<file path="src/include/rob_defs.svh">
`ifndef ROB_DEFS_SVH
`define ROB_DEFS_SVH

// reorder buffer sizing
`define ROB_DEPTH 16

// tag indexes one entry, so 2**ROB_TAG_W must cover ROB_DEPTH
`define ROB_TAG_W 4

// datapath width for results and PCs
`define XLEN 32

// architectural register index
`define REG_W 5

`endif
</file>
<file path="src/logic/rob_pkg.sv">
`include "rob_defs.svh"

package rob_pkg;

    // entry index, doubles as the instruction tag
    typedef logic [`ROB_TAG_W-1:0] rob_tag_t;

    // destination register
    typedef logic [`REG_W-1:0] reg_idx_t;

    // result value
    typedef logic [`XLEN-1:0] xlen_t;

    // branch target
    typedef logic [`XLEN-1:0] addr_t;

    // what the entry does at retire
    typedef enum logic [1:0] {
        OP_ALU    = 2'd0,
        OP_BRANCH = 2'd1,
        OP_STORE  = 2'd2
    } op_kind_t;

endpackage

</file>
<file path="src/logic/rob_top.sv">
`timescale 1ns/1ps

module rob_top (
    input  logic              clk,
    input  logic              rst,
    // dispatch
    input  logic              dispatch_valid,
    input  rob_pkg::op_kind_t dispatch_kind,
    input  rob_pkg::reg_idx_t dispatch_rd,
    input  logic              dispatch_pred_taken,
    output logic              dispatch_ready,
    output rob_pkg::rob_tag_t dispatch_tag,
    // execution writeback
    input  logic              wb_valid,
    input  rob_pkg::rob_tag_t wb_tag,
    input  rob_pkg::xlen_t    wb_data,
    input  logic              wb_taken,
    input  rob_pkg::addr_t    wb_target,
    // register commit
    output logic              commit_valid,
    input  logic              commit_ready,
    output rob_pkg::reg_idx_t commit_rd,
    output rob_pkg::xlen_t    commit_data,
    output rob_pkg::rob_tag_t commit_tag,
    // store release
    output logic              store_valid,
    input  logic              store_ready,
    output rob_pkg::rob_tag_t store_tag,
    // redirect
    output logic              flush,
    output rob_pkg::addr_t    redirect_pc
);
    import rob_pkg::*;

    logic     alloc_fire;
    logic     retire;
    rob_tag_t head_ptr;
    logic     head_busy;
    logic     head_done;
    op_kind_t head_kind;
    reg_idx_t head_rd;
    xlen_t    head_data;
    logic     head_pred_taken;
    logic     head_taken;
    addr_t    head_target;

    rob_tag_alloc rob_tag_alloc_i (
        .clk            (clk),
        .rst            (rst),
        .dispatch_valid (dispatch_valid),
        .retire         (retire),
        .flush          (flush),
        .dispatch_ready (dispatch_ready),
        .alloc_fire     (alloc_fire),
        .dispatch_tag   (dispatch_tag)
    );

    // entries are written at the tag handed out this cycle
    rob_entry_array rob_entry_array_i (
        .clk                 (clk),
        .rst                 (rst),
        .alloc_fire          (alloc_fire),
        .retire              (retire),
        .flush               (flush),
        .alloc_tag           (dispatch_tag),
        .head_ptr            (head_ptr),
        .dispatch_kind       (dispatch_kind),
        .dispatch_rd         (dispatch_rd),
        .dispatch_pred_taken (dispatch_pred_taken),
        .wb_valid            (wb_valid),
        .wb_tag              (wb_tag),
        .wb_data             (wb_data),
        .wb_taken            (wb_taken),
        .wb_target           (wb_target),
        .head_busy           (head_busy),
        .head_done           (head_done),
        .head_kind           (head_kind),
        .head_rd             (head_rd),
        .head_data           (head_data),
        .head_pred_taken     (head_pred_taken),
        .head_taken          (head_taken),
        .head_target         (head_target)
    );

    rob_retire rob_retire_i (
        .clk             (clk),
        .rst             (rst),
        .head_busy       (head_busy),
        .head_done       (head_done),
        .head_pred_taken (head_pred_taken),
        .head_taken      (head_taken),
        .head_kind       (head_kind),
        .head_rd         (head_rd),
        .head_data       (head_data),
        .head_target     (head_target),
        .commit_ready    (commit_ready),
        .store_ready     (store_ready),
        .head_ptr        (head_ptr),
        .commit_tag      (commit_tag),
        .commit_valid    (commit_valid),
        .store_valid     (store_valid),
        .retire          (retire),
        .flush           (flush),
        .commit_rd       (commit_rd),
        .commit_data     (commit_data),
        .store_tag       (store_tag),
        .redirect_pc     (redirect_pc)
    );

endmodule

</file>
<file path="src/logic/rob_retire.sv">
`timescale 1ns/1ps
`include "rob_defs.svh"

module rob_retire (
    input  logic              clk,
    input  logic              rst,
    input  logic              head_busy,
    input  logic              head_done,
    input  logic              head_pred_taken,
    input  logic              head_taken,
    input  rob_pkg::op_kind_t head_kind,
    input  rob_pkg::reg_idx_t head_rd,
    input  rob_pkg::xlen_t    head_data,
    input  rob_pkg::addr_t    head_target,
    input  logic              commit_ready,
    input  logic              store_ready,
    output rob_pkg::rob_tag_t head_ptr,
    output rob_pkg::rob_tag_t commit_tag,
    output logic              commit_valid,
    output logic              store_valid,
    output logic              retire,
    output logic              flush,
    output rob_pkg::reg_idx_t commit_rd,
    output rob_pkg::xlen_t    commit_data,
    output rob_pkg::rob_tag_t store_tag,
    output rob_pkg::addr_t    redirect_pc
);
    import rob_pkg::*;

    logic     head_ready;
    logic     is_store;
    logic     commit_fire;
    logic     store_fire;
    logic     mispredict;
    rob_tag_t head_next;

    // head is complete and nothing is being squashed
    assign head_ready = head_busy && head_done && !flush;
    assign is_store   = (head_kind == OP_STORE);

    assign commit_valid = head_ready && !is_store;
    assign store_valid  = head_ready && is_store;

    assign commit_rd   = head_rd;
    assign commit_data = head_data;
    assign commit_tag  = head_ptr;
    assign store_tag   = head_ptr;

    assign commit_fire = commit_valid && commit_ready;
    assign store_fire  = store_valid && store_ready;
    assign retire      = commit_fire || store_fire;

    // wrong-path detection only once the branch actually leaves
    assign mispredict = commit_fire && (head_kind == OP_BRANCH) &&
                        (head_pred_taken != head_taken);

    assign head_next = (head_ptr == rob_tag_t'(`ROB_DEPTH - 1)) ? '0 : head_ptr + 1'b1;

    always_ff @(posedge clk) begin
        if (rst) begin
            head_ptr <= '0;
            flush    <= 1'b0;
        end else begin
            flush <= mispredict;
            if (flush) begin
                head_ptr <= '0;
            end else if (retire) begin
                head_ptr <= head_next;
            end
        end
    end

    // redirect target, sampled with the flush request
    always_ff @(posedge clk) begin
        if (mispredict) begin
            redirect_pc <= head_target;
        end
    end

    // a stalled offer keeps its port and its fields until it is taken
    a_commit_hold: assert property (
        @(posedge clk) disable iff (rst)
        (commit_valid && !commit_ready) |=>
            (commit_valid && $stable(commit_tag) &&
             $stable(commit_rd) && $stable(commit_data))
    ) else $error("commit offer changed while stalled");

    a_store_hold: assert property (
        @(posedge clk) disable iff (rst)
        (store_valid && !store_ready) |=> (store_valid && $stable(store_tag))
    ) else $error("store offer changed while stalled");

    // squashed entries must not surface once the wipe is over
    a_quiet_flush: assert property (
        @(posedge clk) disable iff (rst)
        flush |=> (!commit_valid && !store_valid)
    ) else $error("squashed entry offered after flush");

endmodule

</file>
<file path="src/logic/rob_entry_array.sv">
`timescale 1ns/1ps
`include "rob_defs.svh"

module rob_entry_array (
    input  logic              clk,
    input  logic              rst,
    input  logic              alloc_fire,
    input  logic              retire,
    input  logic              flush,
    input  rob_pkg::rob_tag_t alloc_tag,
    input  rob_pkg::rob_tag_t head_ptr,
    input  rob_pkg::op_kind_t dispatch_kind,
    input  rob_pkg::reg_idx_t dispatch_rd,
    input  logic              dispatch_pred_taken,
    input  logic              wb_valid,
    input  rob_pkg::rob_tag_t wb_tag,
    input  rob_pkg::xlen_t    wb_data,
    input  logic              wb_taken,
    input  rob_pkg::addr_t    wb_target,
    output logic              head_busy,
    output logic              head_done,
    output rob_pkg::op_kind_t head_kind,
    output rob_pkg::reg_idx_t head_rd,
    output rob_pkg::xlen_t    head_data,
    output logic              head_pred_taken,
    output logic              head_taken,
    output rob_pkg::addr_t    head_target
);
    import rob_pkg::*;

    // per-entry state
    logic [`ROB_DEPTH-1:0] busy;
    logic [`ROB_DEPTH-1:0] done;
    logic [`ROB_DEPTH-1:0] pred_q;
    logic [`ROB_DEPTH-1:0] taken_q;
    op_kind_t              kind_q   [`ROB_DEPTH];
    reg_idx_t              rd_q     [`ROB_DEPTH];
    xlen_t                 data_q   [`ROB_DEPTH];
    addr_t                 target_q [`ROB_DEPTH];

    logic wb_fire;

    // results landing in the flush cycle belong to squashed work
    assign wb_fire = wb_valid && !flush;

    always_ff @(posedge clk) begin
        if (rst || flush) begin
            busy <= '0;
            done <= '0;
        end else begin
            if (retire) begin
                busy[head_ptr] <= 1'b0;
                done[head_ptr] <= 1'b0;
            end
            if (alloc_fire) begin
                busy[alloc_tag] <= 1'b1;
                done[alloc_tag] <= 1'b0;
            end
            if (wb_fire) begin
                done[wb_tag] <= 1'b1;
            end
        end
    end

    // dispatch fields
    always_ff @(posedge clk) begin
        if (alloc_fire) begin
            kind_q[alloc_tag] <= dispatch_kind;
            rd_q[alloc_tag]   <= dispatch_rd;
            pred_q[alloc_tag] <= dispatch_pred_taken;
        end
    end

    // execution results
    always_ff @(posedge clk) begin
        if (wb_fire) begin
            data_q[wb_tag]   <= wb_data;
            taken_q[wb_tag]  <= wb_taken;
            target_q[wb_tag] <= wb_target;
        end
    end

    // head view for the retire logic
    assign head_busy       = busy[head_ptr];
    assign head_done       = done[head_ptr];
    assign head_kind       = kind_q[head_ptr];
    assign head_rd         = rd_q[head_ptr];
    assign head_data       = data_q[head_ptr];
    assign head_pred_taken = pred_q[head_ptr];
    assign head_taken      = taken_q[head_ptr];
    assign head_target     = target_q[head_ptr];

    // tag must come from a live dispatch that has not finished yet
    a_wb_live_entry: assert property (
        @(posedge clk) disable iff (rst)
        wb_fire |-> (busy[wb_tag] && !done[wb_tag])
    ) else $error("writeback to idle or already completed entry");

    // tail and head bookkeeping in the other blocks must keep this true
    a_alloc_free_entry: assert property (
        @(posedge clk) disable iff (rst)
        alloc_fire |-> !busy[alloc_tag]
    ) else $error("dispatch into an occupied entry");

endmodule

</file>
<file path="src/logic/rob_tag_alloc.sv">
`timescale 1ns/1ps
`include "rob_defs.svh"

module rob_tag_alloc (
    input  logic              clk,
    input  logic              rst,
    input  logic              dispatch_valid,
    input  logic              retire,
    input  logic              flush,
    output logic              dispatch_ready,
    output logic              alloc_fire,
    output rob_pkg::rob_tag_t dispatch_tag
);
    import rob_pkg::*;

    localparam int CNT_W = $clog2(`ROB_DEPTH + 1);

    rob_tag_t         tail;
    logic [CNT_W-1:0] count;
    logic             full;

    assign full = (count == CNT_W'(`ROB_DEPTH));

    // no new entries while the buffer is being wiped
    assign dispatch_ready = !full && !flush;
    assign alloc_fire     = dispatch_valid && dispatch_ready;
    assign dispatch_tag   = tail;

    always_ff @(posedge clk) begin
        if (rst || flush) begin
            tail  <= '0;
            count <= '0;
        end else begin
            if (alloc_fire) begin
                if (tail == rob_tag_t'(`ROB_DEPTH - 1)) begin
                    tail <= '0;
                end else begin
                    tail <= tail + 1'b1;
                end
            end

            // dispatch and retire in the same cycle cancel out
            case ({alloc_fire, retire})
                2'b10: count <= count + 1'b1;
                2'b01: count <= count - 1'b1;
                default: count <= count;
            endcase
        end
    end

    a_count_bound: assert property (
        @(posedge clk) disable iff (rst)
        count <= CNT_W'(`ROB_DEPTH)
    ) else $error("occupancy count above buffer depth");

    // retire comes from the head logic in another block
    a_no_retire_empty: assert property (
        @(posedge clk) disable iff (rst)
        retire |-> (count != '0)
    ) else $error("retire while buffer is empty");

endmodule

</file>
<file path="config.mk">
export PLATFORM = sky130hd
export DESIGN_NAME = rob_top
export DESIGN_NICKNAME = d
export VERILOG_FILES = /design/src/logic/rob_pkg.sv /design/src/logic/rob_top.sv /design/src/logic/rob_retire.sv /design/src/logic/rob_entry_array.sv /design/src/logic/rob_tag_alloc.sv
export VERILOG_INCLUDE_DIRS = /design/src /design/src/include
export SDC_FILE = /design/constraint.sdc
export NUM_CORES = 1
export LEC_CHECK = 0
export ABC_AREA = 1
export BUFFER_PORTS_ARGS = -buffer_cell sky130_fd_sc_hd__buf_2
export CORE_MARGIN = 2
export CORE_UTILIZATION = 35
export CTS_CLUSTER_DIAMETER = 120
export DETAILED_ROUTE_END_ITERATION = 16
export MAX_ROUTING_LAYER = met4
export PLACE_DENSITY = 0.48
export SLEW_MARGIN = 20
export SYNTH_ARGS = -nofsm -noshare
export SYNTH_HDL_FRONTEND = slang
export SYNTH_HIERARCHICAL = 1
export SYNTH_SLANG_ARGS = --single-unit
</file>
<file path="constraint.sdc">
create_clock -name clk -period 4.85 [get_ports clk]
set_input_delay 0.2425 -clock clk [delete_from_list [all_inputs] [get_ports clk]]
set_output_delay 0.2425 -clock clk [all_outputs]
set_load 0.1 [all_outputs]
</file>
==> results.sh <==
export IMPL_syn_inst=5234
export IMPL_synth_seq_area_share_pct=69.70
export IMPL_start_kind="register"
export IMPL_slew_headroom_pct=25.47
export IMPL_cts_max_level=4
export IMPL_hold_viol=0
export IMPL_finalCritPeriodShare_pct=86.31
export IMPL_cts_sinks=1246
export IMPL_io_pins=168
export IMPL_postCtsHoldBufs=87
export IMPL_slew_viol_final=0
export IMPL_clk_latency_ns=0.76
export IMPL_path_cells="inv_8 -> buf_4 -> nand2_1 -> nand2_1 -> nand2_1 -> nand2_1 -> inv_1 -> nand2_1 -> buf_2"
export IMPL_postCtsSetupBuffers=0
export IMPL_rows=142
export IMPL_antenna_left=0
export IMPL_clockBufferDepth=3
export IMPL_r2r_start="rob_retire_i/commit_tag[0]"
export IMPL_worstReg2RegEnd="rob_tag_alloc_i/count[4]"
export IMPL_fillers=14756
export IMPL_synth_distinct_cells=31
export IMPL_synth_xor_xnor_area_share_pct=0.03304
export IMPL_grt_pass1_vias=33459
export IMPL_crit_path_end_kind="output port"
export IMPL_tightestPinTransition_ns=1.118
export IMPL_syn_num_nets=5324
export IMPL_seqCellArea_mm2=0.03696
export IMPL_timing_fmax_mhz=238.9
export IMPL_min_delay_path_depth=5
export IMPL_hold_class="in2reg"
export IMPL_drv_cap=0
export IMPL_area_growth_pct=13.65
export IMPL_vdd_ir_drop_max_mv=0.3024
export IMPL_crit_slowest_cell="buf_4"
export IMPL_fin_crit_ns=4.186
export IMPL_syn_area_mm2=0.05302
export IMPL_grt_start_max_net_pins=186
export IMPL_grt_overflow=0
export IMPL_synthSimpleGateAreaFrac_pct=24.51
export IMPL_first_pass_iters=7
export IMPL_core_region_area_mm2=0.1501
export IMPL_crit_fanout=110
export IMPL_initial_core_util_pct=35.32
export IMPL_r2r_slack_ns=1.30
export IMPL_die_w_um=393.2
export IMPL_grtUsageTotal_pct=19.19
export IMPL_grt_first_pass_wirelength_mm=213.5
export IMPL_cts_repair_resized=0
export IMPL_min_from="wb_valid"
export IMPL_root_buffer="clkbuf_16"
export IMPL_hold_path_end="rob_entry_array_i/done[5]"
export IMPL_clock_skew_ns=0.01838
export IMPL_yosys_area_top_type="edfxtp_1"
export IMPL_p_per_area_mw_per_mm2=376.4
export IMPL_finalInstanceArea_mm2=0.06026
export IMPL_port_buffers=167
export IMPL_path_clk_slew_ns=0.06
export IMPL_status="complete, no violations"
export IMPL_cp_data_required_time_ns=4.61
export IMPL_chipHeight_um=393.2
export IMPL_avgSynthCellArea_um2=10.13
export IMPL_worstRegToRegCells=21
export IMPL_routed_wl_mm=143.7
export IMPL_rsz0062_at_grt="false"
export IMPL_multi_input_area_mm2=0.01336
export IMPL_ys_seq_elements=1246
export IMPL_dp_hpwl_mm=68.23
export IMPL_yosys_warnings=6
export IMPL_setup_viol=0
export IMPL_synth_top_family_by_area="simple AND/OR/NAND/NOR gates"
export IMPL_placed_area_mm2=0.05511
export IMPL_wl_per_cell_um=19.13
export IMPL_cts_tree="built"
export IMPL_nets=5486
export IMPL_drive_gt1_share_pct=7.870
export IMPL_cts_buffers_inserted=142
export IMPL_netlist_top_cells_area="edfxtp_1 (68%), nand2_1 (24%), dfxtp_1 (1.7%)"
export IMPL_dr_total_vias=34610
export IMPL_die_area_mm2=0.1546
export IMPL_critPathArrivalTime_ns=3.94
export IMPL_final_setup_tns_ns=0
export IMPL_synth_top_cell_area_share_pct=67.96
export IMPL_leakagePower_nw=24.95
export IMPL_drc_errors=0
export IMPL_viasPerCell=4.607
export IMPL_gp_congestion=0.8047
export IMPL_synth_compound_area_share_pct=0.4389
export IMPL_slowest_delay_ns=0.86
export IMPL_path_common_cell="nand2_1"
export IMPL_synth_fa_ha_area_share_pct=0.1793
export IMPL_drtIter0Drc=2373
export IMPL_path_class="reg2out"
export IMPL_synthMuxAreaShare_pct=0
export IMPL_antenna_found_initial=14
-- critical path, delay by kind of cell (launching register included) --
kind,cells,cell delay (ns)
simple gates,5,0.57
buf+inv,4,2.04
flops,1,0.47
-- power breakdown --
| part | switching (mW) | total, mW | internal (mW) | leakage (nW) |
|---|---|---|---|---|
| Combinational | 0.538 | 0.701 | 0.163 | 11.7 |
| Clock | 4.18 | 10.0 | 5.83 | 2.06 |
| Sequential | 0.0360 | 12.0 | 11.9 | 11.2 |
-- sequential cells by signal, summed over array words and instances (netlist names), 32 cells and up --
| register | cells |
|---|---|
| rob_entry_array_i/data_q | 512 |
| rob_retire_i/redirect_pc | 32 |
| rob_entry_array_i/rd_q | 80 |
| rob_entry_array_i/kind_q | 32 |
| rob_entry_array_i/target_q | 512 |
-- cells in the mapped netlist --
cell,n
or2_1,1
fa_1,1
xor2_1,1
xnor2_1,1
nand3b_1,3
ha_1,6
nand3_1,29
clkinv_1,10
inv_2,7
or2_2,2
nand2_2,3
a21oi_2,2
o21ai_0,6
inv_1,211
buf_2,121
nand2_1,3331
nor2_2,5
nor3_1,5
nor2_4,2
clkbuf_1,32
a21oi_1,37
nand2_4,1
buf_6,44
edfxtp_1,1200
nand4_1,1
inv_8,1
nor2_1,36
nand3_4,2
dfxtp_1,46
nand3_2,2
buf_4,85
-- how the worst max path moves through the flow --
stage | cells past startpoint | endpoint | from
after CTS | 9 | commit_data[28] | rob_retire_i/commit_tag[1]
after global placement | 21 | rob_tag_alloc_i/count[4] | rob_retire_i/commit_tag[0]
after floorplan | 16 | rob_retire_i/redirect_pc[0] | rob_retire_i/commit_tag[0]
final | 9 | commit_data[28] | rob_retire_i/commit_tag[1]
after global routing | 12 | commit_data[4] | rob_retire_i/commit_tag[0]
after detailed placement | 21 | rob_tag_alloc_i/count[4] | rob_retire_i/commit_tag[0]
-- metal layers --
metal / GRT usage [%] / part of all wire [%] / up-vias
li1: - / - / 17005
met1: 24.55 / 45 / 16724
met2: 31.43 / 48 / 672
met3: 3.073 / 4.3 / 209
met4: 5.684 / 2.5 / 0
met5: - / 0 / -
-- stage by stage --
| step | hold WS, ns | util, % | setup WS [ns] | power (mW) | instances |
|---|---|---|---|---|---|
| finish | 0.1692 | 40.14 | 0.6637 | 22.68 | 7512 |
| global route | 0.1597 | 40.14 | 0.3733 | 23.45 | 7512 |
| CTS | 0.09738 | 40.11 | 0.5043 | 22.98 | 7504 |
| detailed placement | 0.4533 | 36.71 | 1.308 | 12.85 | 7180 |
| global placement | 0.4502 | 36.71 | 1.326 | 12.84 | 7180 |
| floorplan | 0.3218 | - | 0.6466 | 12.55 | 5234 |
-- cell type report --
type                            count  area share, %
Sequential cell                  1246          61.34
Multi-Input combinational cell   3477          22.17
Clock buffer                      187          6.424
Tap cell                         2016          4.186
Timing Repair Buffer              300          3.634
Inverter                          229          1.603
Clock inverter                     50         0.6146
Antenna cell                        7        0.02907
-- cell families after synthesis --
family / count (synthesis)
and+or+nand+nor: 3423
DFF: 1246
buffers and inverters: 511
AOI/OAI and AO/OA: 45
adders and majority gates: 7
xor gates and xnor gates: 2
-- cells in the final DEF, fill, tap and decap left out, types with 2 or more instances in the layout --
cell type      instances
nand2_1             3331
edfxtp_1            1200
inv_1                195
buf_2                167
clkbuf_16            149
dlygate4sd3_1         87
dfxtp_1               44
clkbuf_1              38
a21oi_1               37
clkinv_1              36
nor2_1                35
buf_4                 35
nand3_1               29
inv_6                 17
clkinv_2              11
buf_12                11
diode_2                7
inv_4                  7
o21ai_0                6
ha_1                   6
bufinv_16              5
nor2_4                 5
nor3_1                 5
inv_2                  4
nor2_2                 3
nand2_2                3
nand3b_1               3
clkinvlp_4             2
or2_2                  2
nand3_2                2
nand3_4                2
a21oi_2                2
dfxtp_4                2
(Power assumes the default switching activity.)
